$ cat config.mk
export PLATFORM = sky130hd
export DESIGN_NAME = conv_regs
export DESIGN_NICKNAME = d
export VERILOG_FILES = /design/src/logic/conv_pkg.sv /design/src/logic/conv_regs.sv
export VERILOG_INCLUDE_DIRS = /design/src /design/src/include
export SDC_FILE = /design/constraint.sdc
export NUM_CORES = 1
export LEC_CHECK = 0
export ABC_AREA = 1
export BUFFER_PORTS_ARGS = -buffer_cell sky130_fd_sc_hd__clkbuf_2
export CAP_MARGIN = 20
export CORE_MARGIN = 2
export CORE_UTILIZATION = 47
export CTS_CLUSTER_DIAMETER = 60
export CTS_CLUSTER_SIZE = 30
export DETAILED_ROUTE_END_ITERATION = 10
export GPL_TIMING_DRIVEN = 1
export PLACE_DENSITY = 0.75
export SYNTH_ARGS = -nofsm -noshare
export SYNTH_HDL_FRONTEND = slang
export SYNTH_SLANG_ARGS = --single-unit
$ cat constraint.sdc
create_clock -name clk -period 1.2 [get_ports clk]
set_clock_uncertainty 0.1 [all_clocks]
set_input_delay 0 -clock clk [delete_from_list [all_inputs] [get_ports clk]]
set_output_delay 0 -clock clk [all_outputs]
set_load 0.01 [all_outputs]
$ cat src/include/conv_consts.svh
`ifndef CONV_CONSTS_SVH
`define CONV_CONSTS_SVH

// data path word
`define CONV_DATA_W 32

// word address into the data memory
`define CONV_ADDR_W 12

`define CONV_MEM_DEPTH 4096

// kernel edge, rows and columns
`define CONV_WT_DIM 3

// burst length field
`define CONV_LEN_W 4

// apb address bit that opens the memory window
`define CONV_MEM_WIN_BIT 16

`endif

$ cat src/logic/conv_pkg.sv
package conv_pkg;

`include "conv_consts.svh"

    typedef logic [`CONV_DATA_W-1:0] word_t;
    typedef logic [`CONV_ADDR_W-1:0] maddr_t;
    typedef logic [`CONV_LEN_W-1:0]  blen_t;

    // register index, apb address bits 4:2
    typedef enum logic [2:0] {
        REG_CTRL    = 3'd0,  // 0x00, start and soft reset
        REG_STATUS  = 3'd1,  // 0x04, idle and done
        REG_FM_DIM  = 3'd2,  // 0x08
        REG_WT_OFF  = 3'd3,  // 0x0c
        REG_IFM_OFF = 3'd4,  // 0x10
        REG_OFM_OFF = 3'd5   // 0x14
    } conv_reg_e;

endpackage

$ cat src/logic/conv_regs.sv
`timescale 1ns/10ps
`include "conv_consts.svh"

module conv_regs import conv_pkg::*; (
    input  logic                       clk,
    input  logic                       reset_i,
    input  logic                       psel_i,
    input  logic                       penable_i,
    input  logic                       pwrite_i,
    input  logic [`CONV_MEM_WIN_BIT:0] paddr_i,
    input  word_t                      pwdata_i,
    output word_t                      prdata_o,
    output logic                       pready_o,
    output logic                       pslverr_o,
    input  logic                       idle_i,
    input  logic                       done_i,
    output logic                       start_o,
    output logic                       soft_rst_o,
    output word_t                      fm_dim_o,
    output maddr_t                     wt_off_o,
    output maddr_t                     ifm_off_o,
    output maddr_t                     ofm_off_o,
    output logic                       host_en_o,
    output logic                       host_we_o,
    output maddr_t                     host_addr_o,
    output word_t                      host_wdata_o,
    input  word_t                      host_rdata_i
);
    logic      access;
    logic      win_sel;
    logic      reg_sel;
    logic      reg_wr;
    logic      ctrl_wr;
    logic      rd_wait_q;
    conv_reg_e reg_idx;
    word_t     fm_dim_q;
    word_t     wt_off_q;
    word_t     ifm_off_q;
    word_t     ofm_off_q;

    assign access  = psel_i & penable_i;
    assign win_sel = paddr_i[`CONV_MEM_WIN_BIT];
    assign reg_sel = ~win_sel & (paddr_i[`CONV_MEM_WIN_BIT-1:5] == '0);
    assign reg_idx = conv_reg_e'(paddr_i[4:2]);
    assign reg_wr  = access & pwrite_i & reg_sel;
    assign ctrl_wr = reg_wr & (reg_idx == REG_CTRL);

    // window read spends its first access cycle on the ram
    always_ff @(posedge clk) begin
        if (reset_i) begin
            rd_wait_q <= 1'b0;
        end else begin
            rd_wait_q <= access & win_sel & ~pwrite_i & idle_i & ~rd_wait_q;
        end
    end

    assign pready_o  = access & (~win_sel | pwrite_i | ~idle_i | rd_wait_q);
    assign pslverr_o = access & win_sel & ~idle_i;  // memory belongs to the engine

    assign host_en_o    = access & win_sel & idle_i & ~rd_wait_q;
    assign host_we_o    = pwrite_i;
    assign host_addr_o  = paddr_i[`CONV_ADDR_W+1:2];  // byte to word address
    assign host_wdata_o = pwdata_i;

    assign start_o    = ctrl_wr & pwdata_i[0];
    assign soft_rst_o = ctrl_wr & pwdata_i[1];

    always_ff @(posedge clk) begin
        if (reset_i) begin
            fm_dim_q  <= '0;
            wt_off_q  <= '0;
            ifm_off_q <= '0;
            ofm_off_q <= '0;
        end else if (reg_wr) begin
            case (reg_idx)
                REG_FM_DIM:  fm_dim_q  <= pwdata_i;
                REG_WT_OFF:  wt_off_q  <= pwdata_i;
                REG_IFM_OFF: ifm_off_q <= pwdata_i;
                REG_OFM_OFF: ofm_off_q <= pwdata_i;
                default:     ;  // ctrl acts as a pulse, status is read only
            endcase
        end
    end

    assign fm_dim_o  = fm_dim_q;
    assign wt_off_o  = wt_off_q[`CONV_ADDR_W-1:0];
    assign ifm_off_o = ifm_off_q[`CONV_ADDR_W-1:0];
    assign ofm_off_o = ofm_off_q[`CONV_ADDR_W-1:0];

    always_comb begin
        prdata_o = '0;
        if (win_sel) begin
            prdata_o = host_rdata_i;
        end else if (reg_sel) begin
            case (reg_idx)
                REG_STATUS:  prdata_o = word_t'({done_i, idle_i});
                REG_FM_DIM:  prdata_o = fm_dim_q;
                REG_WT_OFF:  prdata_o = wt_off_q;
                REG_IFM_OFF: prdata_o = ifm_off_q;
                REG_OFM_OFF: prdata_o = ofm_off_q;
                default:     prdata_o = '0;
            endcase
        end
    end

endmodule

==> impl_metrics.json <==
{
  "fillCellCount": 1348,
  "holdCritPathClass": "primary input to flop",
  "grt_pass1_vias": 6901,
  "ant_nets": 0,
  "netlist.area_leader.share": 0.355,
  "synth_common_cells": "436 x nand2_1, 286 x nor2_1, 137 x inv_1, 129 x dfxtp_1, 89 x buf_4",
  "fin_crit_sh": 1.17,
  "initial_utilization": 0.480,
  "via_count": 7661,
  "worstPathRequired_ps": 1100,
  "synthMuxAreaShare": 0,
  "die_height_um": 128,
  "synth-seq-cells": 129,
  "place_hpwl_um": 13100,
  "drt-vias-per-instance": 4.69,
  "arrival_ps": 1300,
  "synth-edff-count": 0,
  "netlist_instances": 1206,
  "fin_ws_ps": -199,
  "whs_ps": -183,
  "tritoncts": "done",
  "drcViolationCount": 0,
  "portBuffers": 235,
  "initialDrtViolationCount": 517,
  "grt_max_degree": 67,
  "syn-cell-area_sq_mm": 0.00727,
  "clkSlewWorstSetupHoldPaths_ps": 60,
  "end_kind": "output port",
  "place_congestion": 0.794,
  "die-area_sq_mm": 0.0165,
  "yosys.area.top_type": "dfxtp_1",
  "synthArstFlopShare": 0,
  "grt_usage": 0.255,
  "ys_types": 27,
  "clkSinkCount": 129,
  "dp_slack_ps": -182,
  "grt_setup_unrepaired": "yes",
  "synth-compound-area-share": 0.0195,
  "p_per_area_mw_per_mm2": 1060,
  "grt-ovfl-total": 0,
  "routed_wl_um": 21100,
  "numCtsBuffers": 17,
  "start_kind": "flop",
  "finalHoldViolCount": 1,
  "syn-num-nets": 1294,
  "status": "complete, but fails checks",
  "h-tree-depth": 4,
  "synth-seq-area-share": 0.355,
  "nets": 1522,
  "timing.fmax_ghz": 0.715,
  "synth-simple-area-share": 0.425,
  "failed_checks": "hold timing, setup timing",
  "wl_per_cell_um": 12.9,
  "area_delta_synth_final_pct": 35.5,
  "worst_slew_pin_slew_ps": 415,
  "yosysMostFrequentCell": "nand2_1",
  "maxCapViolations": 0,
  "setup_viol": 34,
  "core_area_sq_mm": 0.0151,
  "synth-adder-area-share": 0,
  "critPathMaxFanout": 2,
  "synthTopCellsByArea": "dfxtp_1 36%, nand2_1 23%, nor2_1 15%",
  "synth-main-ff-cell": "dfxtp_1",
  "worst_skew_pair.late_latency_ps": 410,
  "avgSynthCellArea_sq_um": 6.03,
  "synth-xor-area-share": 0,
  "grt_pass1_wl_um": 33300,
  "finalMaxSlewViolations": 0,
  "layout-drive-gt1-share": 0.334,
  "antenna_found_initial": 0,
  "p_leak_uw": 0.00569,
  "dr.pass1.iters": 5,
  "n_antenna_cell": 0,
  "synth_top_family_by_area": "simple AND/OR/NAND/NOR gates",
  "finalCriticalPeriod_ps": 1400,
  "rows": 45,
  "cts-hold-fix-buffers": 34,
  "slew_headroom": 0.723,
  "setup-tns-final_ps": -2660,
  "path_class": "flop to output port",
  "clockBufferDepth": 2,
  "io_pins": 238,
  "ir_worst_vdd_v": 0.000917,
  "cts_root_buffer": "clkbuf_16",
  "die_w_um": 128,
  "yosysWarnings": 0
}
what timing repair did:
item / CTS / global route
setup buffers: 24 / 8
hold endpoints to repair: 129 / 1
resized for setup: 90 / 72
pin swaps: 34 / 39
cloned: 2 / 0
setup endpoints to repair: 36 / 36
per-layer routing:
layer / up-vias / track usage / wire length (um)
li1: 3942 / - / -
met1: 3402 / 0.317 / 8960
met2: 291 / 0.443 / 10300
met3: 26 / 0.0599 / 1490
met4: 0 / 0.0705 / 371
met5: - / 0 / 0
state kept, by name, indices dropped and copies added, names as in the netlist:
name and flops:
fm_dim_o 32, ifm_off_q 32, ofm_off_q 32, rd_wait_q 1, wt_off_q 32
layout make-up:
| class | count | area, sq um | share of cell area |
|---|---|---|---|
| Clock buffer | 17 | 425 | 0.0432 |
| Clock inverter | 15 | 174 | 0.0177 |
| Inverter | 139 | 527 | 0.0535 |
| Multi-Input combinational cell | 798 | 3370 | 0.342 |
| Sequential cell | 129 | 2670 | 0.271 |
| Tap cell | 188 | 235 | 0.0239 |
| Timing Repair Buffer | 349 | 2440 | 0.248 |
layout by cell type, fill, tap and decap left out, types with 2 or more instances in the layout:
| cell | n |
|---|---|
| dfxtp_1 | 58 |
| inv_6 | 5 |
| clkinvlp_4 | 4 |
| nand4_1 | 11 |
| clkinv_4 | 2 |
| bufinv_16 | 2 |
| nor3_1 | 2 |
| nand3_2 | 9 |
| clkbuf_2 | 220 |
| dfxtp_2 | 71 |
| buf_6 | 7 |
| clkinv_2 | 2 |
| buf_4 | 55 |
| buf_16 | 2 |
| nand2_1 | 419 |
| inv_2 | 10 |
| o22ai_2 | 2 |
| nand4_4 | 4 |
| buf_12 | 20 |
| clkbuf_16 | 17 |
| dlygate4sd3_1 | 34 |
| o21ai_1 | 16 |
| nor2_2 | 7 |
| nor2_1 | 279 |
| inv_8 | 2 |
| nand2_2 | 18 |
| nor2_4 | 2 |
| inv_1 | 126 |
| buf_2 | 11 |
| nand3_1 | 14 |
| o21ai_2 | 7 |
| and2_4 | 2 |
path summary, 6_finish.rpt:
check | slack [ps] | endpoint | cells after the start | startpoint
setup reg to reg | 310 | ofm_off_q[6] | 5 | ofm_off_q[6]
hold / removal | -180 | rd_wait_q | 3 | idle_i
hold reg to reg | 410 | ofm_off_q[16] | 4 | ofm_off_q[16]
setup / recovery | -200 | prdata_o[0] | 7 | fm_dim_o[0]
worst max-delay path: stages, from the launching register on:
cell and delay, ps:
dfxtp_2 320, inv_2 50, nor2_2 30, nor2_1 100, nand4_1 90, nand2_1 80, nand2_1 80, buf_6 130
per-stage QoR:
stage	hold WS, ps	std cells	area, sq um	util	total power [uW]
after floorplan	-52.5	1206	7270	-	4780
final	-183	1635	9850	0.650	10400
after detailed placement	106	1535	8330	0.550	5170
after global routing	-195	1635	9850	0.650	10800
after global placement	102	1535	8330	0.550	5170
after CTS	-210	1627	9630	0.636	10500
power by group:
| part | switching [uW] | total [uW] | internal [uW] |
|---|---|---|---|
| clock | 2100 | 5220 | 3120 |
| combinational | 516 | 918 | 402 |
| sequential | 0.0674 | 4280 | 4280 |
cells by family after synthesis:
group | after synthesis
AOI/OAI and AO/OA | 27
and+or+nand+nor | 771
DFF | 129
buffers and inverters | 279
Power figures use the tool's default switching activity.
