[src/include/conv_consts.svh]
`ifndef CONV_CONSTS_SVH
`define CONV_CONSTS_SVH

// data path word
`define CONV_DATA_W 32

// word address into the data memory
`define CONV_ADDR_W 12

`define CONV_MEM_DEPTH 4096

// kernel edge, rows and columns
`define CONV_WT_DIM 3

// burst length field
`define CONV_LEN_W 4

// apb address bit that opens the memory window
`define CONV_MEM_WIN_BIT 16

`endif

[src/logic/conv_pkg.sv]
package conv_pkg;

`include "conv_consts.svh"

    typedef logic [`CONV_DATA_W-1:0] word_t;
    typedef logic [`CONV_ADDR_W-1:0] maddr_t;
    typedef logic [`CONV_LEN_W-1:0]  blen_t;

    // register index, apb address bits 4:2
    typedef enum logic [2:0] {
        REG_CTRL    = 3'd0,  // 0x00, start and soft reset
        REG_STATUS  = 3'd1,  // 0x04, idle and done
        REG_FM_DIM  = 3'd2,  // 0x08
        REG_WT_OFF  = 3'd3,  // 0x0c
        REG_IFM_OFF = 3'd4,  // 0x10
        REG_OFM_OFF = 3'd5   // 0x14
    } conv_reg_e;

endpackage

[src/logic/conv_engine.sv]
`timescale 1ns/10ps
`include "conv_consts.svh"

module conv_engine import conv_pkg::*; (
    input  logic   clk,
    input  logic   reset_i,
    input  logic   soft_rst_i,
    input  logic   start_i,
    output logic   idle_o,
    output logic   done_o,
    input  word_t  fm_dim_i,
    input  maddr_t wt_off_i,
    input  maddr_t ifm_off_i,
    input  maddr_t ofm_off_i,
    output maddr_t rd_req_addr_o,
    output blen_t  rd_req_len_o,
    output logic   rd_req_valid_o,
    input  logic   rd_req_ready_i,
    input  word_t  rd_data_i,
    input  logic   rd_data_valid_i,
    output logic   rd_data_ready_o,
    output maddr_t wr_req_addr_o,
    output blen_t  wr_req_len_o,
    output logic   wr_req_valid_o,
    input  logic   wr_req_ready_i,
    output word_t  wr_data_o,
    output logic   wr_data_valid_o,
    input  logic   wr_data_ready_i,
    input  logic   wr_status_valid_i,
    output logic   wr_status_ready_o
);
    localparam int KN = `CONV_WT_DIM * `CONV_WT_DIM;

    typedef enum logic [2:0] {
        S_IDLE, S_WT_REQ, S_WT_DATA, S_ROW_REQ, S_ROW_DATA, S_WR_REQ, S_WR_DATA, S_WR_RESP
    } state_e;

    state_e     state_q;
    logic       done_q;
    logic [1:0] ky_q;
    logic [3:0] wi_q;
    blen_t      beats_q;
    maddr_t     x_q;
    maddr_t     y_q;
    maddr_t     pos_q;
    word_t      acc_q;
    word_t      wt_q [KN];
    maddr_t     dim;
    maddr_t     last;
    maddr_t     row_addr;
    logic       row_ok;
    logic       x_first;
    logic       x_last;
    logic       last_row;
    logic       rd_beat;
    logic       last_beat;
    blen_t      row_len;

    assign dim       = fm_dim_i[`CONV_ADDR_W-1:0];
    assign last      = dim - 1'b1;
    assign x_first   = (x_q == '0);
    assign x_last    = (x_q == last);
    assign last_row  = (ky_q == 2'(`CONV_WT_DIM - 1));
    assign rd_beat   = rd_data_valid_i & rd_data_ready_o;
    assign last_beat = rd_beat & (beats_q == blen_t'(1));
    assign row_len   = blen_t'(`CONV_WT_DIM) - blen_t'(x_first) - blen_t'(x_last);  // clip edges

    // kernel row ky covers input row y+ky-1, columns x-1..x+1 clipped to the map
    always_comb begin
        row_ok   = 1'b1;
        row_addr = ifm_off_i + pos_q - maddr_t'(!x_first);
        if (ky_q == 2'd0) begin
            row_ok   = (y_q != '0);  // row above
            row_addr = row_addr - dim;
        end else if (ky_q == 2'd2) begin
            row_ok   = (y_q != last);  // row below
            row_addr = row_addr + dim;
        end
    end

    assign idle_o          = (state_q == S_IDLE);
    assign done_o          = done_q;
    assign rd_req_valid_o  = (state_q == S_WT_REQ) | ((state_q == S_ROW_REQ) & row_ok);
    assign rd_req_addr_o   = (state_q == S_WT_REQ) ?
                             wt_off_i + maddr_t'(ky_q) * maddr_t'(`CONV_WT_DIM) : row_addr;
    assign rd_req_len_o    = (state_q == S_WT_REQ) ? blen_t'(`CONV_WT_DIM) : row_len;
    assign rd_data_ready_o = (state_q == S_WT_DATA) | (state_q == S_ROW_DATA);
    assign wr_req_valid_o  = (state_q == S_WR_REQ);
    assign wr_req_addr_o   = ofm_off_i + pos_q;
    assign wr_req_len_o    = blen_t'(1);  // one output word per burst
    assign wr_data_valid_o = (state_q == S_WR_DATA);
    assign wr_data_o       = acc_q;
    assign wr_status_ready_o = (state_q == S_WR_RESP);

    always_ff @(posedge clk) begin
        if ((state_q == S_WT_DATA) && rd_beat) begin
            wt_q[wi_q] <= rd_data_i;
        end
    end

    always_ff @(posedge clk) begin
        if (reset_i | soft_rst_i) begin
            state_q <= S_IDLE;
            done_q  <= 1'b0;
            ky_q    <= '0;
            wi_q    <= '0;
            beats_q <= '0;
            x_q     <= '0;
            y_q     <= '0;
            pos_q   <= '0;
        end else begin
            case (state_q)
                S_IDLE: if (start_i) begin
                    state_q <= S_WT_REQ;
                    done_q  <= 1'b0;
                    ky_q    <= '0;
                    wi_q    <= '0;
                    x_q     <= '0;
                    y_q     <= '0;
                    pos_q   <= '0;
                    acc_q   <= '0;
                end
                S_WT_REQ: if (rd_req_ready_i) begin
                    beats_q <= blen_t'(`CONV_WT_DIM);
                    state_q <= S_WT_DATA;
                end
                S_WT_DATA: begin
                    if (rd_beat) begin
                        wi_q    <= wi_q + 1'b1;
                        beats_q <= beats_q - 1'b1;
                    end
                    if (last_beat) begin
                        ky_q    <= last_row ? 2'd0 : ky_q + 1'b1;
                        state_q <= last_row ? S_ROW_REQ : S_WT_REQ;
                    end
                end
                S_ROW_REQ: if (!row_ok) begin  // row lies in the zero padding
                    ky_q    <= last_row ? 2'd0 : ky_q + 1'b1;
                    state_q <= last_row ? S_WR_REQ : S_ROW_REQ;
                end else if (rd_req_ready_i) begin
                    beats_q <= row_len;
                    wi_q    <= 4'(ky_q) * 4'(`CONV_WT_DIM) + 4'(x_first);
                    state_q <= S_ROW_DATA;
                end
                S_ROW_DATA: begin
                    if (rd_beat) begin
                        acc_q   <= acc_q + wt_q[wi_q] * rd_data_i;  // wraps at 32 bits
                        wi_q    <= wi_q + 1'b1;
                        beats_q <= beats_q - 1'b1;
                    end
                    if (last_beat) begin
                        ky_q    <= last_row ? 2'd0 : ky_q + 1'b1;
                        state_q <= last_row ? S_WR_REQ : S_ROW_REQ;
                    end
                end
                S_WR_REQ: if (wr_req_ready_i) begin
                    state_q <= S_WR_DATA;
                end
                S_WR_DATA: if (wr_data_ready_i) begin
                    state_q <= S_WR_RESP;
                end
                S_WR_RESP: if (wr_status_valid_i) begin
                    acc_q <= '0;
                    pos_q <= pos_q + 1'b1;
                    x_q   <= x_last ? '0 : x_q + 1'b1;
                    if (x_last) begin
                        y_q <= y_q + 1'b1;
                    end
                    if (x_last && (y_q == last)) begin
                        state_q <= S_IDLE;  // map finished
                        done_q  <= 1'b1;
                    end else begin
                        state_q <= S_ROW_REQ;
                    end
                end
                default: state_q <= S_IDLE;
            endcase
        end
    end

endmodule

[config.mk]
export PLATFORM = sky130hd
export DESIGN_NAME = conv_engine
export DESIGN_NICKNAME = d
export VERILOG_FILES = /design/src/logic/conv_pkg.sv /design/src/logic/conv_engine.sv
export VERILOG_INCLUDE_DIRS = /design/src /design/src/include
export SDC_FILE = /design/constraint.sdc
export NUM_CORES = 2
export LEC_CHECK = 0
export BUFFER_PORTS_ARGS = -buffer_cell sky130_fd_sc_hd__buf_2
export CORE_UTILIZATION = 25
export DETAILED_ROUTE_END_ITERATION = 8
export HOLD_SLACK_MARGIN = 0.05
export SLEW_MARGIN = 20
export SYNTH_ARGS = -nofsm -noshare
export SYNTH_HDL_FRONTEND = slang
export SYNTH_SLANG_ARGS = --single-unit
[constraint.sdc]
create_clock -name clk -period 12.38 [get_ports clk]
set_clock_uncertainty 0.2 [all_clocks]
set_input_delay 1.857 -clock clk [delete_from_list [all_inputs] [get_ports clk]]
set_output_delay 1.857 -clock clk [all_outputs]
set_load 0.1 [all_outputs]
==> reports/results.ini <==
[outcome]
status=finished, final reports clean

[yosys]
ys_top_cells_by_area=edfxtp_1 28%, fa_1 26%, ha_1 7.2%, inv_1 6.5%, and2_1 4.4%
synth_top_area_share_pct=27.5
ys_types=76
synth.most_common_cell=inv_1
yosys_warnings=0
synthTopCellsByCount=601 x inv_1, 445 x fa_1, 320 x edfxtp_1
synth_area_um2=34900
syn_area_per_cell_um2=10.9
yosysTopAreaCell=edfxtp_1
synthFlopType=edfxtp_1
yosysSeqAreaShare_pct=30.6
synth-seq-cells=374
async_flop_share_pct=0
synth-edff-count=320
syn_inst=3195

[sta]
maxSlewViolCount=0
period_share_pct=81.9
setup_viol=0
layout_min_cycle_time_ns=10.14
fmax_ghz=0.0986
rsz0062_at_grt=false
tightest_slew_ns=1.11
setup_slack_ns=2.24
setup_tns_ns=0
maxSlewHeadroom_pct=25.8
final_hold_viol_count=0

[detailed_routing]
avgViaCountPerCell=4.40
remaining_drc_errors=0
dr.pass1.iters=5
via_count=22900
drt-wirelength-per-cell_um=18.1
drt-total-wl_mm=94.3
drt_iter0_markers=1200
drtAntennaViolNets=0

[clocking]
cts_buffer_depth=3
cts_sinks=374
cts_tree=built
cts_root_buf=clkbuf_16
clk_pin_slew_ns=0.06
cts_buffers=44
cts_resized=0
cts_max_level=2
clkLatencyLatePin_ns=0.60
post-cts-setup-buffers=0
hold_buffers=0

[global_routing]
antenna_found_initial=12
gr-usage-met3_pct=2.90
overflow=0
use_met1_pct=17.2
grt_pass1_wl_mm=145
grt_pass1_vias=24300
use_met2_pct=23.2
grt_use_total_pct=13.5
grt_max_degree=51
busiest_layer=met2

[critical_path]
crit_top_cell=fa_1
crit_path_max_fanout=44
r2r_cells=31
cpPeakStageDelay_ns=0.98
timing.rr.end=wr_data_o[31]
cp-end-kind=register
cp-start-kind=register
required_ns=12.47
critPathArrivalTime_ns=10.23
setup.worst_path.class=register to register
path_buf_inv=8
crit_family=adder cells
rrSetupSlack_ns=2.24
slowest_stage=dfxtp_4

[placement]
gp_congestion=0.857
dpl.hpwl_mm=69.1
io_buffers=153
place_ws_ns=2.25

[final_layout]
nFillCells=14200
drive_gt1_share_pct=10.8
final_net_count=4057
area_delta_synth_final_pct=12.5

[floorplanning]
io-pin-count=180
core.rowCount=136
start_util_pct=25.3
die_area_um2=141000
core_region_area_um2=138000
die_y_um=376
die-width_um=376

[min_path]
hold_path_depth=2
hold_class=register to register
hold_end=done_o
min-delay-start=done_o

[run]
max_cap_viol_count=0

[sequential cells by signal, indices dropped and copies added (netlist names), named ones only]
signal     cells
beats_q        4
done_o         1
ky_q           2
pos_q         12
state_q        3
wi_q           4
wr_data_o     32
wt_q         288
x_q           12
y_q           12
[worst reg2reg max path: cells and delay by family, from the launching register on]
kind	cells	cell delay (ns)
DFF	1	0.98
buffers and inverters	8	1.03
muxes	2	0.79
xor gates and xnor gates	1	0.16
adders and majority gates	9	4.33
AOI/OAI and AO/OA	5	1.56
and+or+nand+nor	6	0.78
[metrics by stage]
stage,instance area (µm²),instances,util (%),hold slack (ns)
final,39300,5199,28.5,0.262
after global routing,39300,5198,28.5,0.313
after CTS,39300,5198,28.5,0.266
after detailed placement,37800,5118,27.4,0.252
after global placement,37800,5117,27.4,0.252
after floorplan,34900,3199,-,0.258
[logic make-up after synthesis]
| logic type | count (synthesis) | synth area share (%) |
|---|---|---|
| adder cells (fa/ha/maj) | 647 | 32.7 |
| AND/OR/NAND/NOR | 868 | 13.0 |
| flip-flops | 374 | 30.6 |
| buffers and inverters | 743 | 8.24 |
| multiplexers | 92 | 5.04 |
| AO/OA/AOI/OAI | 285 | 5.17 |
| other | 2 | 0.0215 |
| XOR/XNOR | 184 | 5.15 |
[per-layer routing]
| layer | vias up | share of wire [%] |
|---|---|---|
| li1 | 10400 | - |
| met1 | 11800 | 43 |
| met2 | 565 | 48 |
| met3 | 105 | 6.6 |
| met4 | 4 | 2.0 |
| met5 | - | 0.018 |
[final cells by class]
class,instances,area [µm²],area share (%)
diodes,1,2.50,0.00637
clock buffers,48,1120,2.84
clock inverters,32,340,0.866
inverters,603,2260,5.76
multi-input cells,2082,21500,54.6
flip-flops and latches,374,10700,27.2
well taps,1863,2330,5.93
repair buffers,196,1090,2.78
[worst max-delay path by stage]
stage | from | endpoint | slack, ns | cells past startpoint
CTS | register | wr_data_o[31] | 2.15 | 31
global placement | rd_data_i[0] | wr_data_o[31] | 2.25 | 27
global route | register | wr_data_o[31] | 1.80 | 31
floorplan | ifm_off_i[1] | rd_req_addr_o[10] | 2.18 | 17
finish | register | wr_data_o[31] | 2.24 | 31
detailed placement | rd_data_i[0] | wr_data_o[31] | 2.25 | 27
[cell usage in the layout, fill, tap and decap left out, drive strengths merged, types with 6 or more instances in the layout]
cell type and instances:
or3 8, a31oi 8, and2 247, and3 19, o221ai 7, mux2i 25, dfxtp 54, edfxtp 320
nor4 8, clkinv 19, a211oi 14, xnor2 124, fa 445, xnor3 13, buf 196, o21bai 19
conb 6, o21a 11, nand2b 39, xor2 47, o22ai 10, a22oi 9, nand2 246, a21o 26
nor2b 106, o21ai 56, a21oi 92, mux4 64, clkbuf 48, nor2 112, nand4 14, inv 608
nand3 20, nor3 22, ha 202
Power is left out: the tool's default activity adds up to more than one toggle a clock period on the data nets, which glitch-free logic cannot reach.
