--- src/include/conv_consts.svh ---
`ifndef CONV_CONSTS_SVH
`define CONV_CONSTS_SVH

// data path word
`define CONV_DATA_W 32

// word address into the data memory
`define CONV_ADDR_W 12

`define CONV_MEM_DEPTH 4096

// kernel edge, rows and columns
`define CONV_WT_DIM 3

// burst length field
`define CONV_LEN_W 4

// apb address bit that opens the memory window
`define CONV_MEM_WIN_BIT 16

`endif

--- src/logic/conv_pkg.sv ---
package conv_pkg;

`include "conv_consts.svh"

    typedef logic [`CONV_DATA_W-1:0] word_t;
    typedef logic [`CONV_ADDR_W-1:0] maddr_t;
    typedef logic [`CONV_LEN_W-1:0]  blen_t;

    // register index, apb address bits 4:2
    typedef enum logic [2:0] {
        REG_CTRL    = 3'd0,  // 0x00, start and soft reset
        REG_STATUS  = 3'd1,  // 0x04, idle and done
        REG_FM_DIM  = 3'd2,  // 0x08
        REG_WT_OFF  = 3'd3,  // 0x0c
        REG_IFM_OFF = 3'd4,  // 0x10
        REG_OFM_OFF = 3'd5   // 0x14
    } conv_reg_e;

endpackage

--- src/logic/dmem_port_ctrl.sv ---
`timescale 1ns/10ps

module dmem_port_ctrl import conv_pkg::*; (
    input  logic   clk,
    input  logic   reset_i,
    input  maddr_t rd_req_addr_i,
    input  blen_t  rd_req_len_i,
    input  logic   rd_req_valid_i,
    output logic   rd_req_ready_o,
    output word_t  rd_data_o,
    output logic   rd_data_valid_o,
    input  logic   rd_data_ready_i,
    input  maddr_t wr_req_addr_i,
    input  blen_t  wr_req_len_i,
    input  logic   wr_req_valid_i,
    output logic   wr_req_ready_o,
    input  word_t  wr_data_i,
    input  logic   wr_data_valid_i,
    output logic   wr_data_ready_o,
    output logic   wr_status_valid_o,
    input  logic   wr_status_ready_i,
    input  logic   host_en_i,
    input  logic   host_we_i,
    input  maddr_t host_addr_i,
    input  word_t  host_wdata_i,
    output word_t  host_rdata_o,
    output maddr_t a_addr_o,
    input  word_t  a_rdata_i,
    output maddr_t b_addr_o,
    output word_t  b_wdata_o,
    output logic   b_we_o
);
    logic   rd_accept;
    logic   rd_issue;
    logic   rd_stall;
    logic   rd_beat;
    logic   wr_beat;
    logic   host_rd;
    logic   host_wr;
    maddr_t rd_addr_q;
    maddr_t wr_addr_q;
    blen_t  rd_issue_q;
    blen_t  rd_beat_q;
    blen_t  wr_left_q;
    logic   pend_q;
    logic   hold_v_q;
    logic   wr_stat_q;
    word_t  hold_q;

    assign host_rd = host_en_i & ~host_we_i;
    assign host_wr = host_en_i & host_we_i;
    assign host_rdata_o = a_rdata_i;

    assign rd_req_ready_o  = (rd_beat_q == '0);  // previous burst fully handed off
    assign rd_accept       = rd_req_valid_i & rd_req_ready_o;
    assign rd_data_valid_o = pend_q | hold_v_q;
    assign rd_data_o       = hold_v_q ? hold_q : a_rdata_i;
    assign rd_stall        = rd_data_valid_o & ~rd_data_ready_i;
    assign rd_issue        = (rd_issue_q != '0) & ~rd_stall;  // address pauses under stall
    assign rd_beat         = rd_data_valid_o & rd_data_ready_i;
    assign a_addr_o = host_rd ? host_addr_i : (rd_accept ? rd_req_addr_i : rd_addr_q);

    assign wr_req_ready_o    = (wr_left_q == '0) & ~wr_stat_q;
    assign wr_data_ready_o   = (wr_left_q != '0);
    assign wr_beat           = wr_data_valid_i & wr_data_ready_o;
    assign wr_status_valid_o = wr_stat_q;
    assign b_we_o    = host_wr | wr_beat;
    assign b_addr_o  = host_wr ? host_addr_i : wr_addr_q;
    assign b_wdata_o = host_wr ? host_wdata_i : wr_data_i;

    always_ff @(posedge clk) begin
        if (reset_i) begin
            rd_issue_q <= '0;
            rd_beat_q  <= '0;
            pend_q     <= 1'b0;
            hold_v_q   <= 1'b0;
            wr_left_q  <= '0;
            wr_stat_q  <= 1'b0;
        end else begin
            pend_q <= rd_accept | rd_issue;  // ram word lands next cycle
            if (rd_accept) begin
                rd_addr_q  <= rd_req_addr_i + 1'b1;
                rd_issue_q <= rd_req_len_i - 1'b1;
                rd_beat_q  <= rd_req_len_i;
            end else begin
                if (rd_issue) begin
                    rd_addr_q  <= rd_addr_q + 1'b1;
                    rd_issue_q <= rd_issue_q - 1'b1;
                end
                if (rd_beat) begin
                    rd_beat_q <= rd_beat_q - 1'b1;
                end
            end
            if (pend_q & rd_stall & ~hold_v_q) begin
                hold_v_q <= 1'b1;  // park the word the ram just returned
                hold_q   <= a_rdata_i;
            end else if (hold_v_q & rd_data_ready_i) begin
                hold_v_q <= 1'b0;
            end
            if (wr_req_valid_i & wr_req_ready_o) begin
                wr_addr_q <= wr_req_addr_i;
                wr_left_q <= wr_req_len_i;
            end else if (wr_beat) begin
                wr_addr_q <= wr_addr_q + 1'b1;
                wr_left_q <= wr_left_q - 1'b1;
            end
            if (wr_beat && (wr_left_q == blen_t'(1))) begin
                wr_stat_q <= 1'b1;
            end else if (wr_status_ready_i) begin
                wr_stat_q <= 1'b0;
            end
        end
    end

endmodule

--- config.mk ---
export PLATFORM = sky130hd
export DESIGN_NAME = dmem_port_ctrl
export DESIGN_NICKNAME = d
export VERILOG_FILES = /design/src/logic/conv_pkg.sv /design/src/logic/dmem_port_ctrl.sv
export VERILOG_INCLUDE_DIRS = /design/src /design/src/include
export SDC_FILE = /design/constraint.sdc
export NUM_CORES = 1
export LEC_CHECK = 0
export BUFFER_PORTS_ARGS = -buffer_cell sky130_fd_sc_hd__buf_2
export CAP_MARGIN = 20
export CORE_MARGIN = 2
export CORE_UTILIZATION = 45
export CTS_CLUSTER_SIZE = 16
export DETAILED_ROUTE_END_ITERATION = 8
export PLACE_DENSITY = 0.82
export SYNTH_ARGS = -nofsm -noshare
export SYNTH_HDL_FRONTEND = slang
export SYNTH_SLANG_ARGS = --single-unit
--- constraint.sdc ---
create_clock -name clk -period 5.9 [get_ports clk]
set_clock_uncertainty 0.05 [all_clocks]
set_input_delay 0.59 -clock clk [delete_from_list [all_inputs] [get_ports clk]]
set_output_delay 0.59 -clock clk [all_outputs]
set_load 0.1 [all_outputs]
==> results.md, run 1 <==
* VDD IR max at ~0.32 mV
* Resize count post-CTS at 0
* Slew headroom at 0.3315
* Setup ws final at 2.886 ns
* Share of cells above drive strength 1 at 0.5685
* Area growth syn-to-layout at 29.47%
* Final ANT Viol Nets at 0
* Pins Over Slew Limit at 0
* Peak Freq at between 300 and 400 MHz
* Pre-CTS setup slack at between 3 and 4 ns
* Starting density of the core at 0.4607
* Grt ovf at 0
* Max Root-Sink Buffers at 2
* Ys async rst share at 0
* Vias at roughly 4300
* Switch share at 0.5851
* Final GP Congestion at roughly 0.88
* Skew-Pair Late Insertion Delay at approximately 0.35 ns
* Post-synth top area share at 0.3552
* Io pins at 275
* Vias per cell at between 5 and 6
* Post-CTS setup buffers at 0
* Outcome: finished clean
* Startpoint Class: register
* Final Hold Fails at 0
* TritonCTS clock tree: done
* Core Area at between 0.01 and 0.015 mm²
* Largest net degree at the start of global routing at 46
* Main synth FF type: edfxtp_1
* Row count at 37
* Synth Cell Area at about 0.0047 mm²
* Netlist cell types at 50
* Top cells by area, synth: edfxtp_1, mux2_2, dfxtp_1
* IO buf count at between 200 and 300
* Register area at 0.001982 mm²
* Die area at 0.01136 mm²
* Cell Area, Placed at around 0.0059 mm²
* CP arrival at roughly 2.4 ns
* H-tree Lvls at 3
* Post-synth EDFFs at between 50 and 60
* Number of global-route vias before repair at around 4100
* Final-stage net count at ~830
* Height of the die at approximately 110 µm
* Sink Count at just over 70
* Final min period at 3.014 ns
* Drt pass-1 iters at 4
* Dpl hpwl at between 10000 and 15000 µm
* First-pass GRT wire length at about 21000 µm
* Die X at ~110 µm
* Gate Count Post-Synth at approximately 440
* Yosys reg bits at 71
* Post-route cell area at roughly 0.0061 mm²
* Tightest Pin Transition at 0.9993 ns
* Final WL at between 10000 and 15000 µm
* Pwr Density at 553.3 mW/mm²
* HP Class: primary input to register
* Gr usage total at 0.2342
* Combinational share of power at 0.637
* Max Cap Violations at 0
* WL/cell at ~17 µm
* CP max FO at 25
* Syn Area/Cell at 10.86 µm²
* Root Buffer: clkbuf_8
* Clock network fraction of total power at 0.108
* CTS clk-pin slew, worst paths at around 0.090 ns
* Detailed-route DRC error count at 0
* Part of the Yosys area used for sequential elements at 0.4186
* Synth warn at 0
* CTS Hold Bufs at 0
* Reg-to-reg slack, setup at 3.23 ns
* Worst Path Required at ~5.3 ns
* WHS at 0.3783 ns
* Leak at 2.689 nW
* Leading area contributor after synthesis: edfxtp_1
* Mapped Nets at a little under 600
* Antenna violations before repair at 3
* Final worst-path cycle share at 0.5108
* Sequential power share at 0.255
* Crit path kind: register to primary output
* Inserted Clock Buffers at 9
* Endpoint class of the critical path: primary output
* Fillers at between 800 and 900
* RSZ-0062 raised after global routing: false
* Setup TNS at 0 ns
* DR iter-0 viols at just under 300
* Multi-input gate area at 0.002336 mm²
* # setup viols final at 0
* Int Power at between 1 and 1.5 mW
* Reported net switching power at roughly 2 mW
path summary, 6_finish.rpt:
path | from | end | depth (start not counted)
min reg2reg | wr_left_q[1]$_SDFFE_PP0P_ | wr_left_q[1]$_SDFFE_PP0P_ | 2
max | rd_beat_q[0]$_SDFFE_PP0P_ | a_addr_o[10] | 7
max reg2reg | rd_beat_q[0]$_SDFFE_PP0P_ | rd_addr_q[4]$_DFFE_PP_ | 9
min | a_rdata_i[30] | hold_q[30]$_DFFE_PP_ | 1
power by group through the flow:
stage	logic (mW)	registers (mW)	clock network (mW)
2_1_floorplan	1.87	0.841	0
3_3_place_gp	2.12	0.866	0
3_5_place_dp	2.15	0.873	0
4_1_cts	2.16	0.863	0.374
5_1_grt	2.27	0.882	0.390
6_report	2.16	0.864	0.365
synth_stat cells, types with 2 or more instances:
cell       count
nand2_1       44
nand3_1       16
o211ai_1       3
a2bb2oi_1      2
nor3_1        12
buf_4         36
nand4_1        6
a31oi_1        5
mux2_2        77
ha_1           8
nor2b_1        2
o21ai_0       12
buf_6          3
buf_2          8
buf_12         2
nand2b_1       2
xnor2_1       20
a211oi_1       5
or3_1          2
a21oi_1       17
mux2i_1       11
mux2_4         2
nor3b_2        2
dfxtp_1       15
inv_1         11
clkbuf_1       3
nor4_1         2
edfxtp_1      56
nor2_1        24
xor2_1         8
metrics by stage:
stage          total power [mW]  instances  utilization
2_1_floorplan             2.713        436            -
3_3_place_gp              2.984        797       0.5771
3_5_place_dp              3.021        797       0.5771
4_1_cts                   3.394        813       0.5945
5_1_grt                   3.539        817       0.5964
6_report                  3.391        817       0.5964
per-layer routing:
metal,routed length (µm),global-route usage,vias up,part of all wire
met5,0,0,-,0
met4,537,0.1280,0,0.039
met3,783,0.03283,31,0.056
met2,7562,0.4222,180,0.54
met1,5025,0.2659,2024,0.36
li1,-,-,2031,-
area by class of cell:
class	count	area share
diodes	2	0.0008165
multi-input cells	301	0.3811
clock buffers	9	0.02021
clock inverters	7	0.008981
well taps	136	0.02776
repair buffers	280	0.2311
inverters	11	0.006736
flip-flops and latches	71	0.3233
placed cells by master, fill, tap and decap left out, types with 2 or more instances in the layout:
cell / synthesis / routed
dfxtp_1: 15 / 15
a21oi_1: 17 / 17
buf_2: 8 / 274
edfxtp_1: 56 / 56
ha_1: 8 / 8
nor3b_2: 2 / 2
buf_4: 36 / 6
mux2i_1: 11 / 11
a31oi_1: 5 / 5
o21ai_0: 12 / 12
clkinv_4: 0 / 2
nor2_1: 24 / 24
nand2b_1: 2 / 2
diode_2: 0 / 2
nand3_1: 16 / 16
nor4_1: 2 / 2
clkbuf_8: 0 / 9
nor2b_1: 2 / 2
a2bb2oi_1: 2 / 2
or3_1: 2 / 2
nor3_1: 12 / 12
mux2_2: 77 / 77
nand4_1: 6 / 6
inv_1: 11 / 11
xor2_1: 8 / 8
inv_6: 0 / 3
o211ai_1: 3 / 3
xnor2_1: 20 / 20
nand2_1: 44 / 43
a211oi_1: 5 / 5
mux2_4: 2 / 2
worst max-delay path, cell delays in order, from the launching register on:
cell	delay [ns]
dfxtp_1	0.37
inv_1	0.09
ha_1	0.24
nand4bb_1	0.12
buf_4	0.29
mux2_4	0.36
mux2_4	0.26
buf_2	0.29
sequential cells by signal, summed over array words and instances (netlist names):
name and count:
hold_q 32, rd_addr_q 12, wr_addr_q 12, rd_beat_q 4, rd_issue_q 4, wr_left_q 4, hold_v_q 1, pend_q 1
wr_status_valid_o 1
kinds of logic after synthesis:
group | Yosys count | synth area share
muxes | 91 | 0.2175
xor gates and xnor gates | 28 | 0.05180
AOI/OAI and AO/OA | 51 | 0.06686
and+or+nand+nor | 123 | 0.1311
buffers and inverters | 64 | 0.09302
DFF | 71 | 0.4186
adders and majority gates | 8 | 0.02114
(Power assumes the default switching activity.)
==> run 2, diff against run 1 <==
- CORE_UTILIZATION: 45 -> 40
- PLACE_DENSITY: 0.82 -> 0.77
- clock period: 5.9 -> 2.5 ns (I/O delays scaled with it)
==> results.md, run 2 (same netlist as run 1, synthesis figures left out) <==
* Outcome: finished clean
* Starting density of the core at 0.4129
* Row count at 39
* Max Root-Sink Buffers at 2
* H-tree Lvls at 3
* CTS Hold Bufs at 0
* Endpoint class of the critical path: primary output
* Pwr Density at approximately 1300 mW/mm²
* Dpl hpwl at roughly 12000 µm
* Reg-to-reg slack, setup at around 0.17 ns
* Final Hold Fails at 0
* Number of global-route vias before repair at roughly 4400
* Share of cells above drive strength 1 at 0.6044
* Pre-CTS setup slack at around 0.12 ns
* Reported net switching power at a little under 5 mW
* Combinational share of power at 0.629
* Largest register FFs at 32
* HP Class: primary input to register
* Core Area at approximately 0.011 mm²
* Met3 WL at ~1100 µm
* Commonest non-fill, non-tap cell in the layout: buf_2
* Worst Path Required at ~2.2 ns
* Skew-Pair Late Insertion Delay at ~0.33 ns
* WL/cell at around 17 µm
* Post-route cell area at 0.007147 mm²
* WHS at 0.07409 ns
* CP max FO at 4
* CTS clk-pin slew, worst paths at about 0.060 ns
* Drt pass-1 iters at 4
* CP Cell Sequence: inv_1, ha_1, nand4bb_1, mux2_4, mux2_4, buf_2
* Highest metal used: met4
* Slew headroom at 0.5683
* Io pins at about 280
* Vias per cell at approximately 5.2
* Area growth syn-to-layout at 50.95%
* Pins Over Slew Limit at 0
* Final GP Congestion at about 0.94
* Final min period at 2.476 ns
* CP top delay family: multiplexers
* Biggest regs: hold_q: 32 flops, rd_addr_q: 12 flops, wr_addr_q: 12 flops
* WL met1 at around 5300 µm
* Final ANT Viol Nets at 0
* CP arrival at 2.18 ns
* Clock network fraction of total power at 0.145
* Antenna violations before repair at 5
* First-pass GRT wire length at roughly 22000 µm
* Sink Count at 71
* Final WL at about 14000 µm
* Max Cap Violations at 0
* Inserted Clock Buffers at 9
* Detail Route met2 WL at ~7600 µm
* TritonCTS clock tree: done
* RSZ-0062 raised after global routing: true
* Largest net degree at the start of global routing at 46
* VDD IR max at between 1 and 1.5 mV
* Detailed-route DRC error count at 0
* Fin util at 0.6232
* Gr usage total at 0.2161
* DR iter-0 viols at 218
* Cell Area, Placed at between 0.006 and 0.007 mm²
* Commonest non-fill, non-tap cells in the layout: buf_2, mux2_2, edfxtp_1, buf_12, nand2_1
* Leak at 3.040 nW
* Sequential power share at 0.226
* Largest register by flop count: hold_q
* Vias at about 4300
* Top cell by count, worst path: mux2_4
* Switch share at 0.5240
* Int Power at ~4.5 mW
* Peak Freq at 403.9 MHz
* Slowest-stage cell, CP: mux2_4
* Final-stage net count at ~840
* Final Power at about 9.4 mW
* Crit path kind: register to primary output
* Grt ovf at 0
* Startpoint Class: register
* Setup ws final at 0.02405 ns
* Die area at 0.01272 mm²
* IO buf count at around 270
* Final worst-path cycle share at 0.9904
* Height of the die at around 110 µm
* Root Buffer: clkbuf_16
* # setup viols final at 0
* CP max stage delay at approximately 0.4 ns
* Tightest Pin Transition at around 0.65 ns
* Buffers & Inverters on Critical Path at 2
* Die X at between 100 and 150 µm
-- run 2: cell types whose count changed in the layout (fill, tap and decap cells not counted), sizes merged --
cell / change
clkbuf: +1
diode: +3
bufinv: +2
buf: +6
inv: -3
-- run 2: layer usage --
layer  GRT usage  vias up
met5           0        -
met4      0.1000        0
met3     0.03910       29
met2      0.4048      226
met1      0.2350     2039
li1            -     2049
-- run 2: timing repair --
action / in CTS / in global routing
gates resized for setup: 2 / 3
pin swaps: 0 / 0
cloned: 0 / 1
endpoints found under the setup margin: 2 / 5
setup buffers: 0 / 1
-- run 2: final timing paths --
check             depth (start not counted)                            from                              to
setup reg to reg                          9       rd_beat_q[0]$_SDFFE_PP0P_          rd_addr_q[4]$_DFFE_PP_
hold / removal                            1                    a_rdata_i[9]             hold_q[9]$_DFFE_PP_
hold reg to reg                           2  wr_status_valid_o$_SDFFE_PP0P_  wr_status_valid_o$_SDFFE_PP0P_
setup / recovery                          6       rd_beat_q[0]$_SDFFE_PP0P_                    a_addr_o[10]
-- run 2: final cells by class --
class,count,area [µm²]
Clock buffer,10,229.0
Fill cell,897,4320
Timing Repair Buffer,286,2136
Antenna cell,5,12.51
Sequential cell,71,1987
Multi-Input combinational cell,301,2477
Tap cell,143,178.9
Clock inverter,6,85.08
Inverter,11,41.29
-- run 2: per-stage QoR --
stage               setup TNS [ns]  std cells
detailed placement               0        810
finish                           0        833
global placement                 0        810
floorplan                   -1.657        436
CTS                              0        826
global route              -0.04380        832
-- run 2: power groups by stage --
stage,registers [mW],logic (mW),clock network (mW)
finish,2.12,5.89,1.35
floorplan,1.99,4.59,0
global route,2.15,6.15,1.42
detailed placement,2.12,5.84,0
global placement,2.10,5.74,0
CTS,2.10,5.87,1.38
